`config.mk`:
```
export PLATFORM = sky130hd
export DESIGN_NAME = mem_unit
export DESIGN_NICKNAME = d
export VERILOG_FILES = /design/src/lsu_pkg.sv /design/src/riscv_mem_pkg.sv /design/src/load_store_queue.sv /design/src/mem_issue_ctrl.sv /design/src/mem_resp_track.sv /design/src/mem_unit.sv
export SDC_FILE = /design/constraint.sdc
export NUM_CORES = 2
export LEC_CHECK = 0
export BUFFER_PORTS_ARGS = -buffer_cell sky130_fd_sc_hd__buf_4
export CAP_MARGIN = 40
export CORE_MARGIN = 2
export CORE_UTILIZATION = 59
export DETAILED_ROUTE_END_ITERATION = 8
export GPL_TIMING_DRIVEN = 0
export PLACE_DENSITY = 0.79
export SYNTH_ARGS = -nofsm -noshare
export SYNTH_HDL_FRONTEND = slang
export SYNTH_SLANG_ARGS = --single-unit
```
`constraint.sdc`:
```
create_clock -name clk_i -period 18.1 [get_ports clk_i]
set_input_delay 0.905 -clock clk_i [delete_from_list [all_inputs] [get_ports clk_i]]
set_output_delay 0.905 -clock clk_i [all_outputs]
set_load 0.02 [all_outputs]
```
`src/lsu_pkg.sv`:
```
`default_nettype none

package lsu_pkg;

    localparam int LSQ_DEPTH  = 8;   // Queue entries
    localparam int LSQ_PTR_W  = 3;   // log2 of LSQ_DEPTH
    localparam int GL_INDEX_W = 6;   // Graduation list index
    localparam int REG_ADDR_W = 5;   // Destination register

    // Issue automaton states
    typedef enum logic [1:0] {
        RESET_ST    = 2'b00,
        READ_HEAD   = 2'b01,
        WAIT_READY  = 2'b10,
        WAIT_COMMIT = 2'b11
    } issue_state_t;

endpackage

`default_nettype wire

```
`src/riscv_mem_pkg.sv`:
```
`default_nettype none

package riscv_mem_pkg;

    localparam int XLEN    = 64;   // Data and address width
    localparam int VA_BITS = 40;   // Virtual address width, bit 39 is the sign

    // Scalar memory operations
    typedef enum logic [3:0] {
        LD  = 4'd0,
        LW  = 4'd1,
        LWU = 4'd2,
        LH  = 4'd3,
        LHU = 4'd4,
        LB  = 4'd5,
        LBU = 4'd6,
        SD  = 4'd7,
        SW  = 4'd8,
        SH  = 4'd9,
        SB  = 4'd10
    } mem_op_t;

    // Exception causes raised by the memory unit
    typedef enum logic [3:0] {
        LD_ADDR_MISALIGNED = 4'd4,
        LD_ACCESS_FAULT    = 4'd5,
        ST_ADDR_MISALIGNED = 4'd6,
        ST_ACCESS_FAULT    = 4'd7
    } xcpt_cause_t;

    function automatic logic is_store(input mem_op_t op);
        return op inside {SD, SW, SH, SB};
    endfunction

endpackage

`default_nettype wire

```
`src/load_store_queue.sv`:
```
`timescale 1ns/100ps
`default_nettype none

module load_store_queue (
    input  logic                                clk_i,
    input  logic                                rstn_i,
    input  logic                                flush_i,
    input  logic                                instr_valid_i,
    input  riscv_mem_pkg::mem_op_t              instr_op_i,
    input  logic [riscv_mem_pkg::XLEN-1:0]      instr_rs1_i,
    input  logic [riscv_mem_pkg::XLEN-1:0]      instr_imm_i,
    input  logic [riscv_mem_pkg::XLEN-1:0]      instr_data_i,
    input  logic [lsu_pkg::REG_ADDR_W-1:0]      instr_rd_i,
    input  logic [lsu_pkg::GL_INDEX_W-1:0]      instr_gl_index_i,
    input  logic                                read_next_i,      // Advance execute pointer
    input  logic                                advance_head_i,   // Retire head entry
    input  logic                                replay_i,         // Rewind execute pointer
    output logic                                head_valid_o,
    output riscv_mem_pkg::mem_op_t              head_op_o,
    output logic [riscv_mem_pkg::XLEN-1:0]      head_rs1_o,
    output logic [riscv_mem_pkg::XLEN-1:0]      head_imm_o,
    output logic [riscv_mem_pkg::XLEN-1:0]      head_data_o,
    output logic [lsu_pkg::REG_ADDR_W-1:0]      head_rd_o,
    output logic [lsu_pkg::GL_INDEX_W-1:0]      head_gl_index_o,
    output logic                                full_o,
    output logic                                empty_o
);

    riscv_mem_pkg::mem_op_t         op_mem   [lsu_pkg::LSQ_DEPTH];
    logic [riscv_mem_pkg::XLEN-1:0] rs1_mem  [lsu_pkg::LSQ_DEPTH];
    logic [riscv_mem_pkg::XLEN-1:0] imm_mem  [lsu_pkg::LSQ_DEPTH];
    logic [riscv_mem_pkg::XLEN-1:0] data_mem [lsu_pkg::LSQ_DEPTH];
    logic [lsu_pkg::REG_ADDR_W-1:0] rd_mem   [lsu_pkg::LSQ_DEPTH];
    logic [lsu_pkg::GL_INDEX_W-1:0] gl_mem   [lsu_pkg::LSQ_DEPTH];

    logic [lsu_pkg::LSQ_PTR_W-1:0]  head_q, tail_q, exec_q;
    logic [lsu_pkg::LSQ_PTR_W:0]    num_q;        // Entries from head to tail
    logic [lsu_pkg::LSQ_PTR_W:0]    num_exec_q;   // Entries from exec to tail
    logic                           wr_en;
    logic                           rd_en;

    assign wr_en = instr_valid_i & ~full_o;
    assign rd_en = read_next_i & head_valid_o;

    always_ff @(posedge clk_i, negedge rstn_i) begin
        if (!rstn_i) begin
            head_q     <= '0;
            tail_q     <= '0;
            exec_q     <= '0;
            num_q      <= '0;
            num_exec_q <= '0;
        end else if (flush_i) begin
            head_q     <= '0;
            tail_q     <= '0;
            exec_q     <= '0;
            num_q      <= '0;
            num_exec_q <= '0;
        end else begin
            if (wr_en) tail_q <= tail_q + 1'b1;
            if (advance_head_i) head_q <= head_q + 1'b1;
            num_q <= num_q + {{lsu_pkg::LSQ_PTR_W{1'b0}}, wr_en}
                           - {{lsu_pkg::LSQ_PTR_W{1'b0}}, advance_head_i};
            if (replay_i) begin
                // Nack never coincides with a retire
                exec_q     <= head_q;
                num_exec_q <= num_q + {{lsu_pkg::LSQ_PTR_W{1'b0}}, wr_en};
            end else begin
                if (rd_en) exec_q <= exec_q + 1'b1;
                num_exec_q <= num_exec_q + {{lsu_pkg::LSQ_PTR_W{1'b0}}, wr_en}
                                         - {{lsu_pkg::LSQ_PTR_W{1'b0}}, rd_en};
            end
        end
    end

    always_ff @(posedge clk_i) begin
        if (wr_en) begin
            op_mem[tail_q]   <= instr_op_i;
            rs1_mem[tail_q]  <= instr_rs1_i;
            imm_mem[tail_q]  <= instr_imm_i;
            data_mem[tail_q] <= instr_data_i;
            rd_mem[tail_q]   <= instr_rd_i;
            gl_mem[tail_q]   <= instr_gl_index_i;
        end
    end

    // Entry at the execute pointer
    assign head_valid_o    = (num_exec_q != '0);
    assign head_op_o       = op_mem[exec_q];
    assign head_rs1_o      = rs1_mem[exec_q];
    assign head_imm_o      = imm_mem[exec_q];
    assign head_data_o     = data_mem[exec_q];
    assign head_rd_o       = rd_mem[exec_q];
    assign head_gl_index_o = gl_mem[exec_q];

    assign full_o  = (num_q == lsu_pkg::LSQ_DEPTH);
    assign empty_o = (num_q == '0);

endmodule

`default_nettype wire

```
`src/mem_issue_ctrl.sv`:
```
`timescale 1ns/100ps
`default_nettype none

module mem_issue_ctrl (
    input  logic                                clk_i,
    input  logic                                rstn_i,
    input  logic                                flush_i,
    input  logic                                head_valid_i,
    input  riscv_mem_pkg::mem_op_t              head_op_i,
    input  logic [riscv_mem_pkg::XLEN-1:0]      head_rs1_i,
    input  logic [riscv_mem_pkg::XLEN-1:0]      head_imm_i,
    input  logic [riscv_mem_pkg::XLEN-1:0]      head_data_i,
    input  logic [lsu_pkg::REG_ADDR_W-1:0]      head_rd_i,
    input  logic [lsu_pkg::GL_INDEX_W-1:0]      head_gl_index_i,
    input  logic                                dcache_ready_i,
    input  logic                                commit_store_i,   // Store at commit may write
    input  logic [riscv_mem_pkg::XLEN-1:0]      resp_addr_i,
    input  logic                                store_done_i,
    input  logic                                replay_i,
    output logic                                read_next_o,
    output logic                                req_valid_o,
    output riscv_mem_pkg::mem_op_t              req_op_o,
    output logic [riscv_mem_pkg::XLEN-1:0]      req_rs1_o,
    output logic [riscv_mem_pkg::XLEN-1:0]      req_imm_o,
    output logic [riscv_mem_pkg::XLEN-1:0]      req_data_o,
    output logic                                s1_valid_o,
    output riscv_mem_pkg::mem_op_t              s1_op_o,
    output logic [lsu_pkg::REG_ADDR_W-1:0]      s1_rd_o,
    output logic [lsu_pkg::GL_INDEX_W-1:0]      s1_gl_index_o,
    output logic [riscv_mem_pkg::XLEN-1:0]      s1_addr_o,
    output logic                                store_pending_o,
    output logic [lsu_pkg::GL_INDEX_W-1:0]      mem_gl_index_o,
    output logic                                commit_stall_o
);

    lsu_pkg::issue_state_t          state_q, state_d;

    // Copy of the entry taken from the queue
    riscv_mem_pkg::mem_op_t         held_op_q;
    logic [riscv_mem_pkg::XLEN-1:0] held_rs1_q, held_imm_q, held_data_q;
    logic [lsu_pkg::REG_ADDR_W-1:0] held_rd_q;
    logic [lsu_pkg::GL_INDEX_W-1:0] held_gl_q;

    riscv_mem_pkg::mem_op_t         sel_op;
    logic [riscv_mem_pkg::XLEN-1:0] sel_data;
    logic [lsu_pkg::REG_ADDR_W-1:0] sel_rd;
    logic [lsu_pkg::GL_INDEX_W-1:0] sel_gl;
    logic                           use_held;
    logic                           cand_valid, cand_store;
    logic                           other_store, store_ok, fire;

    logic [riscv_mem_pkg::XLEN-1:0] s1_data_q;
    logic                           store_on_fly_q;

    ////////////////////////////////////////
    // Candidate selection
    ////////////////////////////////////////

    assign use_held = (state_q != lsu_pkg::READ_HEAD);
    assign sel_op   = use_held ? held_op_q   : head_op_i;
    assign sel_data = use_held ? held_data_q : head_data_i;
    assign sel_rd   = use_held ? held_rd_q   : head_rd_i;
    assign sel_gl   = use_held ? held_gl_q   : head_gl_index_i;

    assign cand_valid = (state_q == lsu_pkg::READ_HEAD) ? head_valid_i
                                                        : (state_q != lsu_pkg::RESET_ST);
    assign cand_store = riscv_mem_pkg::is_store(sel_op);

    // A replayed store matches its own index
    assign other_store = store_on_fly_q & (mem_gl_index_o != sel_gl);
    assign store_ok    = ~cand_store | (commit_store_i & ~other_store);
    assign fire        = cand_valid & dcache_ready_i & store_ok;

    assign req_valid_o = fire & ~replay_i & ~flush_i;   // Squash on rewind
    assign req_op_o    = sel_op;
    assign req_rs1_o   = use_held ? held_rs1_q : head_rs1_i;
    assign req_imm_o   = use_held ? held_imm_q : head_imm_i;
    assign read_next_o = (state_q == lsu_pkg::READ_HEAD) & head_valid_i & ~replay_i & ~flush_i;

    ////////////////////////////////////////
    // Automaton
    ////////////////////////////////////////

    always_comb begin
        state_d = state_q;
        case (state_q)
            lsu_pkg::RESET_ST: state_d = lsu_pkg::READ_HEAD;
            default: begin
                if (fire) begin
                    state_d = lsu_pkg::READ_HEAD;
                end else if (cand_valid) begin
                    // Cache free but the store lacks its commit
                    state_d = (dcache_ready_i & cand_store & ~other_store) ?
                              lsu_pkg::WAIT_COMMIT : lsu_pkg::WAIT_READY;
                end
            end
        endcase
    end

    always_ff @(posedge clk_i, negedge rstn_i) begin
        if (!rstn_i) begin
            state_q <= lsu_pkg::RESET_ST;
        end else if (flush_i || replay_i) begin
            state_q <= lsu_pkg::READ_HEAD;
        end else begin
            state_q <= state_d;
        end
    end

    always_ff @(posedge clk_i) begin
        if (read_next_o) begin
            held_op_q   <= head_op_i;
            held_rs1_q  <= head_rs1_i;
            held_imm_q  <= head_imm_i;
            held_data_q <= head_data_i;
            held_rd_q   <= head_rd_i;
            held_gl_q   <= head_gl_index_i;
        end
    end

    ////////////////////////////////////////
    // Stage 1
    ////////////////////////////////////////

    always_ff @(posedge clk_i, negedge rstn_i) begin
        if (!rstn_i) begin
            s1_valid_o <= 1'b0;
        end else begin
            s1_valid_o <= req_valid_o;   // Already low on flush or replay
        end
    end

    always_ff @(posedge clk_i) begin
        if (req_valid_o) begin
            s1_op_o       <= sel_op;
            s1_rd_o       <= sel_rd;
            s1_gl_index_o <= sel_gl;
            s1_data_q     <= sel_data;
        end
        s1_addr_o <= resp_addr_i;   // Cache address, one cycle after the request
    end

    assign req_data_o = s1_data_q;  // Store data trails the request by a cycle

    // Store in flight, matched by commit through its index
    always_ff @(posedge clk_i, negedge rstn_i) begin
        if (!rstn_i) begin
            store_on_fly_q <= 1'b0;
            mem_gl_index_o <= '0;
        end else if (flush_i) begin
            store_on_fly_q <= 1'b0;
            mem_gl_index_o <= '0;
        end else if (req_valid_o && cand_store) begin
            store_on_fly_q <= 1'b1;
            mem_gl_index_o <= sel_gl;
        end else if (store_done_i) begin
            store_on_fly_q <= 1'b0;
        end
    end

    assign store_pending_o = store_on_fly_q;
    assign commit_stall_o  = (cand_valid & cand_store & commit_store_i & ~other_store)
                           | (store_on_fly_q & ~store_done_i);

endmodule

`default_nettype wire

```
`src/mem_resp_track.sv`:
```
`timescale 1ns/100ps
`default_nettype none

module mem_resp_track (
    input  logic                                clk_i,
    input  logic                                rstn_i,
    input  logic                                flush_i,
    input  logic                                s1_valid_i,
    input  riscv_mem_pkg::mem_op_t              s1_op_i,
    input  logic [lsu_pkg::REG_ADDR_W-1:0]      s1_rd_i,
    input  logic [lsu_pkg::GL_INDEX_W-1:0]      s1_gl_index_i,
    input  logic [riscv_mem_pkg::XLEN-1:0]      s1_addr_i,     // Latched, lines up with stage 2
    input  logic                                resp_valid_i,
    input  logic                                resp_nack_i,
    input  logic [riscv_mem_pkg::XLEN-1:0]      resp_data_i,
    input  logic                                resp_xcpt_ma_i,
    output logic                                advance_head_o,
    output logic                                replay_o,
    output logic                                store_done_o,
    output logic                                wb_valid_o,
    output logic [lsu_pkg::REG_ADDR_W-1:0]      wb_rd_o,
    output logic [lsu_pkg::GL_INDEX_W-1:0]      wb_gl_index_o,
    output logic [riscv_mem_pkg::XLEN-1:0]      wb_data_o,
    output logic                                wb_xcpt_valid_o,
    output riscv_mem_pkg::xcpt_cause_t          wb_xcpt_cause_o,
    output logic [riscv_mem_pkg::XLEN-1:0]      wb_xcpt_origin_o,
    output logic                                commit_xcpt_valid_o
);

    logic                           s2_valid_q;
    riscv_mem_pkg::mem_op_t         s2_op_q;
    logic [lsu_pkg::REG_ADDR_W-1:0] s2_rd_q;
    logic [lsu_pkg::GL_INDEX_W-1:0] s2_gl_q;

    logic s2_store;
    logic non_canon;
    logic xcpt;
    logic done;

    ////////////////////////////////////////
    // Stage 2
    ////////////////////////////////////////

    always_ff @(posedge clk_i, negedge rstn_i) begin
        if (!rstn_i) begin
            s2_valid_q <= 1'b0;
        end else if (flush_i || replay_o) begin
            s2_valid_q <= 1'b0;   // Younger request is reissued
        end else begin
            s2_valid_q <= s1_valid_i;
        end
    end

    always_ff @(posedge clk_i) begin
        if (s1_valid_i) begin
            s2_op_q <= s1_op_i;
            s2_rd_q <= s1_rd_i;
            s2_gl_q <= s1_gl_index_i;
        end
    end

    ////////////////////////////////////////
    // Response decision
    ////////////////////////////////////////

    assign s2_store = riscv_mem_pkg::is_store(s2_op_q);

    // Upper bits must copy the virtual address sign
    assign non_canon = s1_addr_i[riscv_mem_pkg::XLEN-1:riscv_mem_pkg::VA_BITS]
                    != {(riscv_mem_pkg::XLEN - riscv_mem_pkg::VA_BITS)
                        {s1_addr_i[riscv_mem_pkg::VA_BITS-1]}};
    assign xcpt = resp_xcpt_ma_i | non_canon;

    // Nack first, then exception, then completion
    assign replay_o       = s2_valid_q & resp_nack_i;
    assign done           = s2_valid_q & ~resp_nack_i & (xcpt | resp_valid_i);
    assign advance_head_o = done;
    assign store_done_o   = done & s2_store;

    always_comb begin
        if (resp_xcpt_ma_i) begin
            wb_xcpt_cause_o = s2_store ? riscv_mem_pkg::ST_ADDR_MISALIGNED
                                       : riscv_mem_pkg::LD_ADDR_MISALIGNED;
        end else begin
            wb_xcpt_cause_o = s2_store ? riscv_mem_pkg::ST_ACCESS_FAULT
                                       : riscv_mem_pkg::LD_ACCESS_FAULT;
        end
    end

    // Load writeback in the response cycle
    assign wb_valid_o       = done & ~s2_store;
    assign wb_rd_o          = s2_rd_q;
    assign wb_gl_index_o    = s2_gl_q;
    assign wb_data_o        = xcpt ? '0 : resp_data_i;
    assign wb_xcpt_valid_o  = wb_valid_o & xcpt;
    assign wb_xcpt_origin_o = s1_addr_i;

    assign commit_xcpt_valid_o = store_done_o & xcpt;   // Faulting store goes to commit

endmodule

`default_nettype wire

```
`src/mem_unit.sv`:
```
`timescale 1ns/100ps
`default_nettype none

module mem_unit (
    input  logic                                clk_i,
    input  logic                                rstn_i,
    input  logic                                flush_i,
    input  logic                                instr_valid_i,
    input  riscv_mem_pkg::mem_op_t              instr_op_i,
    input  logic [riscv_mem_pkg::XLEN-1:0]      instr_rs1_i,
    input  logic [riscv_mem_pkg::XLEN-1:0]      instr_imm_i,
    input  logic [riscv_mem_pkg::XLEN-1:0]      instr_data_i,
    input  logic [lsu_pkg::REG_ADDR_W-1:0]      instr_rd_i,
    input  logic [lsu_pkg::GL_INDEX_W-1:0]      instr_gl_index_i,
    input  logic                                commit_store_i,
    output logic                                req_valid_o,
    output riscv_mem_pkg::mem_op_t              req_op_o,
    output logic [riscv_mem_pkg::XLEN-1:0]      req_rs1_o,
    output logic [riscv_mem_pkg::XLEN-1:0]      req_imm_o,
    output logic [riscv_mem_pkg::XLEN-1:0]      req_data_o,
    input  logic                                dcache_ready_i,
    input  logic                                resp_valid_i,
    input  logic                                resp_nack_i,
    input  logic [riscv_mem_pkg::XLEN-1:0]      resp_data_i,
    input  logic [riscv_mem_pkg::XLEN-1:0]      resp_addr_i,
    input  logic                                resp_xcpt_ma_i,
    output logic                                wb_valid_o,
    output logic [lsu_pkg::REG_ADDR_W-1:0]      wb_rd_o,
    output logic [lsu_pkg::GL_INDEX_W-1:0]      wb_gl_index_o,
    output logic [riscv_mem_pkg::XLEN-1:0]      wb_data_o,
    output logic                                wb_xcpt_valid_o,
    output riscv_mem_pkg::xcpt_cause_t          wb_xcpt_cause_o,
    output logic [riscv_mem_pkg::XLEN-1:0]      wb_xcpt_origin_o,
    output logic                                commit_xcpt_valid_o,
    output logic                                lock_o,
    output logic                                empty_o,
    output logic                                store_pending_o,
    output logic [lsu_pkg::GL_INDEX_W-1:0]      mem_gl_index_o,
    output logic                                commit_stall_o
);

    logic                           head_valid;
    riscv_mem_pkg::mem_op_t         head_op;
    logic [riscv_mem_pkg::XLEN-1:0] head_rs1, head_imm, head_data;
    logic [lsu_pkg::REG_ADDR_W-1:0] head_rd;
    logic [lsu_pkg::GL_INDEX_W-1:0] head_gl_index;
    logic                           read_next, advance_head, replay, store_done;

    logic                           s1_valid;
    riscv_mem_pkg::mem_op_t         s1_op;
    logic [lsu_pkg::REG_ADDR_W-1:0] s1_rd;
    logic [lsu_pkg::GL_INDEX_W-1:0] s1_gl_index;
    logic [riscv_mem_pkg::XLEN-1:0] s1_addr;

    load_store_queue u_lsq (
        .clk_i(clk_i), .rstn_i(rstn_i), .flush_i(flush_i),
        .instr_valid_i(instr_valid_i), .instr_op_i(instr_op_i),
        .instr_rs1_i(instr_rs1_i), .instr_imm_i(instr_imm_i),
        .instr_data_i(instr_data_i), .instr_rd_i(instr_rd_i),
        .instr_gl_index_i(instr_gl_index_i),
        .read_next_i(read_next), .advance_head_i(advance_head), .replay_i(replay),
        .head_valid_o(head_valid), .head_op_o(head_op), .head_rs1_o(head_rs1),
        .head_imm_o(head_imm), .head_data_o(head_data), .head_rd_o(head_rd),
        .head_gl_index_o(head_gl_index),
        .full_o(lock_o), .empty_o(empty_o)
    );

    mem_issue_ctrl u_issue (
        .clk_i(clk_i), .rstn_i(rstn_i), .flush_i(flush_i),
        .head_valid_i(head_valid), .head_op_i(head_op), .head_rs1_i(head_rs1),
        .head_imm_i(head_imm), .head_data_i(head_data), .head_rd_i(head_rd),
        .head_gl_index_i(head_gl_index),
        .dcache_ready_i(dcache_ready_i), .commit_store_i(commit_store_i),
        .resp_addr_i(resp_addr_i), .store_done_i(store_done), .replay_i(replay),
        .read_next_o(read_next), .req_valid_o(req_valid_o), .req_op_o(req_op_o),
        .req_rs1_o(req_rs1_o), .req_imm_o(req_imm_o), .req_data_o(req_data_o),
        .s1_valid_o(s1_valid), .s1_op_o(s1_op), .s1_rd_o(s1_rd),
        .s1_gl_index_o(s1_gl_index), .s1_addr_o(s1_addr),
        .store_pending_o(store_pending_o), .mem_gl_index_o(mem_gl_index_o),
        .commit_stall_o(commit_stall_o)
    );

    mem_resp_track u_resp (
        .clk_i(clk_i), .rstn_i(rstn_i), .flush_i(flush_i),
        .s1_valid_i(s1_valid), .s1_op_i(s1_op), .s1_rd_i(s1_rd),
        .s1_gl_index_i(s1_gl_index), .s1_addr_i(s1_addr),
        .resp_valid_i(resp_valid_i), .resp_nack_i(resp_nack_i),
        .resp_data_i(resp_data_i), .resp_xcpt_ma_i(resp_xcpt_ma_i),
        .advance_head_o(advance_head), .replay_o(replay), .store_done_o(store_done),
        .wb_valid_o(wb_valid_o), .wb_rd_o(wb_rd_o), .wb_gl_index_o(wb_gl_index_o),
        .wb_data_o(wb_data_o), .wb_xcpt_valid_o(wb_xcpt_valid_o),
        .wb_xcpt_cause_o(wb_xcpt_cause_o), .wb_xcpt_origin_o(wb_xcpt_origin_o),
        .commit_xcpt_valid_o(commit_xcpt_valid_o)
    );

endmodule

`default_nettype wire

```
Word-level counts from Yosys, hierarchy flattened
Memory sizes are Yosys's and may differ from the RTL's.
Index checks and enable logic that the tools add are counted.
{"block": "classes", "n_addsub": 7, "n_eq_ne": 13, "n_mux": 34, "bitwise": 36, "reduce_logical": 14}
{"op": "$mux 64", "count": 4}
{"op": "$eq 4x4->1 const B", "count": 7}
{"op": "$and 1x1->1", "count": 24}
{"op": "$ne 24x24->1", "count": 1}
{"op": "$mux 3", "count": 7}
{"op": "$mux 4", "count": 5}
{"op": "$mux 6", "count": 3}
{"op": "$reduce_bool 4->1", "count": 4}
{"op": "$mux 2", "count": 6}
{"op": "$add 3x1->3 const B", "count": 3}
{"op": "$add 4x1->4", "count": 2}
{"op": "$eq 4x3->1 const B", "count": 2}
{"op": "$mux 1", "count": 8}
{"op": "$not 1->1", "count": 8}
{"op": "$reduce_bool 2->1", "count": 4}
{"op": "$sub 4x1->4", "count": 2}
{"op": "$ne 6x6->1", "count": 1}
{"op": "$reduce_bool 3->1", "count": 2}
{"op": "$mux 5", "count": 1}
{"op": "$logic_not 4->1", "count": 1}
{"op": "$or 1x1->1", "count": 4}
{"op": "$eq 2x1->1 const B", "count": 1}
{"op": "$logic_not 2->1", "count": 1}
{"op": "$ne 2x1->1 const B", "count": 1}
{"op": "2 further kinds", "count": 2}
{"block": "word_totals", "register_bits": 393, "ram_bits": 1656, "inputBits": 344, "out_inout_bits": 353, "word_cells": 134, "mem_count": 6}
{"name": "u_lsq.data_mem", "depth": 8, "word_bits": 64, "rd": 1, "rd_clocked_by_memory_dff": 0, "wr": 1, "line": "load_store_queue.sv:32", "source": "logic [riscv_mem_pkg::XLEN-1:0] data_mem [lsu_pkg::LSQ_DEPTH];"}
{"name": "u_lsq.imm_mem", "depth": 8, "word_bits": 64, "rd": 1, "rd_clocked_by_memory_dff": 0, "wr": 1, "line": "load_store_queue.sv:31", "source": "logic [riscv_mem_pkg::XLEN-1:0] imm_mem [lsu_pkg::LSQ_DEPTH];"}
{"name": "u_lsq.rs1_mem", "depth": 8, "word_bits": 64, "rd": 1, "rd_clocked_by_memory_dff": 0, "wr": 1, "line": "load_store_queue.sv:30", "source": "logic [riscv_mem_pkg::XLEN-1:0] rs1_mem [lsu_pkg::LSQ_DEPTH];"}
{"name": "u_lsq.gl_mem", "depth": 8, "word_bits": 6, "rd": 1, "rd_clocked_by_memory_dff": 0, "wr": 1, "line": "load_store_queue.sv:34", "source": "logic [lsu_pkg::GL_INDEX_W-1:0] gl_mem [lsu_pkg::LSQ_DEPTH];"}
{"name": "u_lsq.rd_mem", "depth": 8, "word_bits": 5, "rd": 1, "rd_clocked_by_memory_dff": 0, "wr": 1, "line": "load_store_queue.sv:33", "source": "logic [lsu_pkg::REG_ADDR_W-1:0] rd_mem [lsu_pkg::LSQ_DEPTH];"}
{"name": "u_lsq.op_mem", "depth": 8, "word_bits": 4, "rd": 1, "rd_clocked_by_memory_dff": 0, "wr": 1, "line": "load_store_queue.sv:29", "source": "riscv_mem_pkg::mem_op_t op_mem [lsu_pkg::LSQ_DEPTH];"}

Depth between registers and ports, before layout
{"block": "depth", "ltp_word": 13, "mapped_depth": 11, "ltp_nobuf": 11}

Modules after synthesis
Synthesis repeated with hierarchy kept, for this count alone.
{"block": "hier_totals", "hier_cells": 3358, "hier_area_um2": 77809.6}
{"mod": "load_store_queue", "instances": 1, "cells_each": 2510, "area_per_inst_um2": 63156.8, "seq_area_each_um2": 50153.1}
{"mod": "mem_issue_ctrl", "instances": 1, "cells_each": 645, "area_per_inst_um2": 12959.9, "seq_area_each_um2": 10119.7}
{"mod": "mem_resp_track", "instances": 1, "cells_each": 203, "area_per_inst_um2": 1692.9, "seq_area_each_um2": 475.5}

Least setup slack after synthesis
OpenSTA, ideal clock, no wires.
{"block": "synth_path", "kind": "input -> register", "start": "input port instr_valid_i", "end": "memory u_lsq.data_mem[0][0] in the netlist's numbering, enable pin", "arrival_time_ns": 15.341, "required_time_ns": 17.073, "setup_slack_ns": 1.732, "stages": 4, "path_buffers": 1, "cell_sequence": "nor2b_1 -> clkbuf_1 -> nand2b_1 -> nor3_1"}
{"block": "synth_via", "elab_chain_cells": 3}
{"item": "from (decl)", "line": "mem_unit.sv:8", "source": "input logic instr_valid_i,"}
{"item": "$and 1x1->1", "line": "load_store_queue.sv:42", "source": "assign wr_en = instr_valid_i & ~full_o;"}
{"item": "$mux 1", "line": "load_store_queue.sv:76", "source": "if (wr_en) begin"}
{"item": "$mux 1 (not written as such)", "line": "load_store_queue.sv:80", "source": "data_mem[tail_q] <= instr_data_i;"}
{"item": "to (decl)", "line": "load_store_queue.sv:32"}
No other way between the ends.

Worst setup path after layout
{"block": "layout_path", "start": "register u_lsq.exec_q[0] in the netlist's numbering", "end": "output port req_rs1_o[63] in the netlist's numbering"}
{"block": "layout_via", "elab_chain_cells": 2}
{"item": "from (decl)", "line": "load_store_queue.sv:36", "source": "logic [lsu_pkg::LSQ_PTR_W-1:0] head_q, tail_q, exec_q;"}
{"item": "from (signal assigned)", "line": "load_store_queue.sv:65", "source": "exec_q <= head_q;"}
{"item": "from (signal assigned)", "line": "load_store_queue.sv:68", "source": "if (rd_en) exec_q <= exec_q + 1'b1;"}
{"item": "$mem_v2 8x64"}
{"item": "net head_rs1, one bit", "line": "mem_unit.sv:44", "source": "logic [riscv_mem_pkg::XLEN-1:0] head_rs1, head_imm, head_data;"}
{"item": "$mux 64", "line": "mem_issue_ctrl.sv:76", "source": "assign req_rs1_o = use_held ? held_rs1_q : head_rs1_i;"}
{"item": "to (decl)", "line": "mem_unit.sv:18", "source": "output logic [riscv_mem_pkg::XLEN-1:0] req_rs1_o,"}
The timed path passes the listed nets, and every way through them passes these cells.

==> impl_table.tex <==
\begin{tabular}{lr}
\hline
Metric & Value \\
\hline
\multicolumn{2}{l}{\textbf{Outcome}} \\
\quad Result of the run & finished, final reports clean \\
\multicolumn{2}{l}{\textbf{Synthesis}} \\
\quad Area fraction in and, or, nand and nor cells after synthesis & 4.15\% \\
\quad Area of the mapped netlist & 77300 um\^{}2 \\
\quad Post-synthesis cell count & 3737 \\
\quad Number of warnings issued by yosys & 0 \\
\quad Number of enable-type register cells in the synthesized netlist & 1957 \\
\quad Flip-flop and latch count after synthesis & 2049 \\
\quad Mux contribution to synthesized area & 15.4\% \\
\quad Main combinational cell family by area after synthesis & multiplexers \\
\quad Post-Synth Adder-Cell Area & 0.220\% \\
\quad Syn Nets & 4094 \\
\quad Count of cell types in the netlist & 52 \\
\quad Area share of xor/xnor cells in the synthesized design & 0.215\% \\
\quad Ys async rst share & 1.37\% \\
\quad Post-Syn Area per Cell & 20.7 um\^{}2 \\
\quad Sequential cell area fraction in the yosys report & 78.6\% \\
\quad Primary flip-flop cell chosen by synthesis mapping & sky130\_fd\_sc\_hd\_\_edfxtp\_1 \\
\quad Post-synthesis compound-gate area fraction & 0.351\% \\
\multicolumn{2}{l}{\textbf{Timing}} \\
\quad Minimum clock period & 5530 ps \\
\quad Max-slew headroom at the worst pin & 37.1\% \\
\quad Pin slew with the least headroom to its limit & 944 ps \\
\quad Period utilization & 30.6\% \\
\quad Worst path setup slack after routing & 12570 ps \\
\quad Setup repair after global routing missed its margin & no \\
\quad Post-route worst hold slack & 185 ps \\
\quad Max-slew violation total from the final report & 0 \\
\quad Timing-limited maximum frequency & 181 MHz \\
\quad Fin Clk Skew & 46.1 ps \\
\quad Final count of negative-setup-slack endpoints & 0 \\
\quad Final Hold Vio Count & 0 \\
\multicolumn{2}{l}{\textbf{Placed design}} \\
\quad IO buf count & 694 \\
\quad Setup slack at placement & 13350 ps \\
\quad Detailed placement HPWL & 124000 um \\
\quad Routability congestion estimate & 0.823 \\
\multicolumn{2}{l}{\textbf{Clock tree}} \\
\quad Clock insertion delay at the later pin of the skew report & 820 ps \\
\quad H-tree levels & 4 \\
\quad Clock tree from TritonCTS & done \\
\quad Hold bufs inserted after CTS & 1 \\
\quad Post-CTS clock slew at the launch and capture registers of the worst setup and hold paths & 60 ps \\
\quad Number of buffers added by the clock tree synthesis step & 196 \\
\quad TritonCTS sink count & 2049 \\
\quad Post-CTS setup buffer count & 0 \\
\quad Post-CTS Resized & 0 \\
\quad Clock root buffer & sky130\_fd\_sc\_hd\_\_clkbuf\_16 \\
\quad Bufs on Longest Clock Path & 3 \\
\multicolumn{2}{l}{\textbf{Cells and area}} \\
\quad Synthesis-to-finish area growth & 20.8\% \\
\quad Filler cell count & 7449 \\
\quad Final nets & 5141 \\
\quad Proportion of layout cells with a drive suffix above 1 & 36.6\% \\
\quad Final standard cell utilization of the core & 71.9\% \\
\multicolumn{2}{l}{\textbf{Global routing}} \\
\quad All-layer global routing usage & 27.8\% \\
\quad Global-route wire length before repair & 272000 um \\
\quad Via count of the first global-routing pass & 41267 \\
\quad Number of antenna violations at the first check in global routing & 45 \\
\quad Remaining global-route overflow & 0 \\
\quad Largest net degree at the start of global routing & 57 \\
\multicolumn{2}{l}{\textbf{Die}} \\
\quad Die Wd & 366 um \\
\quad Floorplan die area & 134000 um\^{}2 \\
\quad Area inside the core boundary & 130000 um\^{}2 \\
\quad Cell row count & 132 \\
\quad Overall die height & 366 um \\
\quad Initial Utilization & 59.5\% \\
\quad Num ports & 697 \\
\multicolumn{2}{l}{\textbf{Setup path}} \\
\quad Required time worst endpoint & 17190 ps \\
\quad CP startpoint kind & flop \\
\quad Critical path endpoint category & output port \\
\quad Crit path cell chain & buf\_2 -> clkbuf\_1 -> buf\_8 -> clkbuf\_1 -> buf\_8 -> buf\_2 -> mux4\_2 -> mux2\_2 -> nand2\_1 -> nand2\_1 -> buf\_4 \\
\quad Crit Path Max Fanout & 10 \\
\quad Number of buffer and inverter instances along the worst setup path & 7 \\
\quad Family with the most delay on the worst path & buffers and inverters \\
\quad Critical path type & flop to output port \\
\quad Crit path largest cell delay & 560 ps \\
\quad Crit path max-delay cell type & sky130\_fd\_sc\_hd\_\_mux4\_2 \\
\quad WP data arrival & 4630 ps \\
\multicolumn{2}{l}{\textbf{Power and ir drop}} \\
\quad Relative contribution of combinational cells to total power & 29.6\% \\
\quad Switching power & 4.24 mW \\
\quad Sw frac & 30.7\% \\
\quad Pleak & 32.2 nW \\
\quad Sequential power share & 42.3\% \\
\quad PwrDens & 148 nW/um\^{}2 \\
\quad Cell internal pwr & 9.58 mW \\
\quad Maximum vdd ir drop & 0.146 mV \\
\quad Clock power frac & 28.0\% \\
\multicolumn{2}{l}{\textbf{Detailed routing}} \\
\quad Violation count after the first detailed-route iteration & 4326 \\
\quad Wire length per cell & 27.8 um \\
\quad Total DRC errors in the routed layout & 0 \\
\quad Number of search-and-repair iterations in the first detailed-routing pass & 6 \\
\quad Antenna Violating Nets Remaining & 0 \\
\quad Total via count after detailed routing & 40260 \\
\quad Total wire length after detailed routing & 186000 um \\
\quad Average via count per standard cell & 6.01 \\
\multicolumn{2}{l}{\textbf{Run}} \\
\quad MaxCap Viol Count & 0 \\
\multicolumn{2}{l}{\textbf{Worst hold path}} \\
\quad Type of the most critical hold path & input pin to flop \\
\hline
\end{tabular}
## registers in the layout (all words and copies together) (netlist names), 4 cells and up
signal,count
u_issue.held_data_q,64
u_issue.held_gl_q,6
u_issue.held_imm_q,64
u_issue.held_op_q,4
u_issue.held_rd_q,5
u_issue.held_rs1_q,64
u_issue.mem_gl_index_o,6
u_issue.req_data_o,64
u_issue.s1_addr_o,64
u_issue.s1_gl_index_o,6
u_issue.s1_op_o,4
u_issue.s1_rd_o,5
u_lsq.data_mem,512
u_lsq.gl_mem,48
u_lsq.imm_mem,512
u_lsq.num_exec_q,4
u_lsq.num_q,4
u_lsq.op_mem,32
u_lsq.rd_mem,40
u_lsq.rs1_mem,512
u_resp.s2_op_q,4
u_resp.wb_gl_index_o,6
u_resp.wb_rd_o,5
## power groups by stage
| stage | clock network (mW) | logic, mW | registers, mW |
|---|---|---|---|
| 3_3_place_gp | 0 | 3.89 | 6.10 |
| 5_1_grt | 4.11 | 4.36 | 5.88 |
| 3_5_place_dp | 0 | 4.08 | 5.94 |
| 2_1_floorplan | 0 | 2.40 | 6.06 |
| 4_1_cts | 3.93 | 4.13 | 5.85 |
| 6_report | 3.87 | 4.10 | 5.85 |
## worst reg2reg max path: cells and delay by family, from the launching register on
kind,cells,cell delay [ps]
buf+inv,4,1600
flops,1,360
xor+xnor,1,180
mux,1,420
simple gates,1,370
compound gates,3,870
## cells in the mapped netlist, types with 6 or more instances
library cell | instances | area (um^2)
sky130_fd_sc_hd__o21ai_0 | 11 | 55.1
sky130_fd_sc_hd__xnor2_1 | 10 | 87.6
sky130_fd_sc_hd__nor2_1 | 28 | 105
sky130_fd_sc_hd__o22ai_1 | 6 | 37.5
sky130_fd_sc_hd__nor4_1 | 6 | 37.5
sky130_fd_sc_hd__dfxtp_1 | 64 | 1280
sky130_fd_sc_hd__buf_2 | 37 | 185
sky130_fd_sc_hd__inv_1 | 19 | 71.3
sky130_fd_sc_hd__and2_1 | 68 | 425
sky130_fd_sc_hd__dfrtp_1 | 28 | 701
sky130_fd_sc_hd__nor2b_1 | 9 | 56.3
sky130_fd_sc_hd__edfxtp_1 | 1957 | 58800
sky130_fd_sc_hd__mux4_2 | 404 | 9100
sky130_fd_sc_hd__mux2_1 | 6 | 67.6
sky130_fd_sc_hd__buf_1 | 28 | 105
sky130_fd_sc_hd__nor3_1 | 11 | 55.1
sky130_fd_sc_hd__ha_1 | 12 | 150
sky130_fd_sc_hd__nand3_1 | 8 | 40.0
sky130_fd_sc_hd__mux2i_1 | 6 | 60.1
sky130_fd_sc_hd__nand2_1 | 616 | 2310
sky130_fd_sc_hd__mux2_2 | 218 | 2450
sky130_fd_sc_hd__a21oi_1 | 7 | 35.0
sky130_fd_sc_hd__xor2_1 | 9 | 78.8
sky130_fd_sc_hd__clkbuf_1 | 105 | 394
sky130_fd_sc_hd__nand2b_1 | 10 | 62.6
sky130_fd_sc_hd__mux2_4 | 12 | 180
## per-layer routing
metal,GRT usage (%),vias up,share of wire (%)
met5,0,-,0.17
met4,10.9,50,3.8
met3,7.22,379,9.1
met2,45.4,1973,50
met1,36.1,20904,37
li1,-,16954,-
## stage by stage
step,area [um^2],setup TNS [ps],instances,power (mW)
global route,93300,0,6699,14.3
finish,93300,0,6704,13.8
detailed placement,87200,0,6327,10.0
CTS,93300,0,6681,13.9
floorplan,77300,0,3737,8.46
global placement,84700,-8610650,6173,9.99
## placed cells by master, fill, tap and decap left out, drive strengths merged, types with 8 or more instances in the layout
cell / n
nor2: 28
mux2: 236
dfrtp: 28
nand3: 8
clkbuf: 342
o21ai: 11
dfxtp: 64
edfxtp: 1957
buf: 920
and2: 69
xor2: 9
ha: 12
nor3: 11
bufinv: 10
clkinv: 91
diode: 23
xnor2: 10
inv: 28
nand2b: 10
mux4: 404
nand2: 616
nor2b: 9
## path summary, 6_finish.rpt
path	from	end	slack (ps)	cells past startpoint
setup / recovery	u_lsq.exec_q[0]$_DFFE_PN0P_	req_rs1_o[63]	12570	11
hold / removal	resp_addr_i[24]	u_issue.s1_addr_o[24]$_DFF_P_	190	1
setup reg to reg	u_lsq.exec_q[2]$_DFFE_PN0P_	u_issue.req_data_o[20]$_DFFE_PN_	13950	10
hold reg to reg	u_issue.s1_rd_o[0]$_DFFE_PN_	u_resp.wb_rd_o[0]$_DFFE_PP_	420	0
max in group asynchronous	rstn_i	u_issue.state_q[1]$_DFFE_PN0P_	17250	2
min in group asynchronous	rstn_i	u_issue.mem_gl_index_o[1]$_DFFE_PN0P_	570	2
## kinds of logic after synthesis
group,Yosys count
other,2
XOR/XNOR,19
adder cells (fa/ha/maj),13
buffers and inverters,196
AO/OA/AOI/OAI,41
AND/OR/NAND/NOR,770
multiplexers,647
flip-flops,2049
## layout make-up
cell class / instances / area [um^2] / share of cell area [%]
Buffer: 177 / 754 / 0.808
Clock inverter: 116 / 942 / 1.01
Tap cell: 1742 / 2180 / 2.34
Sequential cell: 2049 / 60700 / 65.1
Antenna cell: 23 / 57.6 / 0.0617
Clock buffer: 237 / 5100 / 5.46
Timing Repair Buffer: 849 / 7710 / 8.27
Multi-Input combinational cell: 1492 / 15800 / 16.9
Inverter: 19 / 71.3 / 0.0764
No activity file was read; power rests on OpenSTA's default activity.
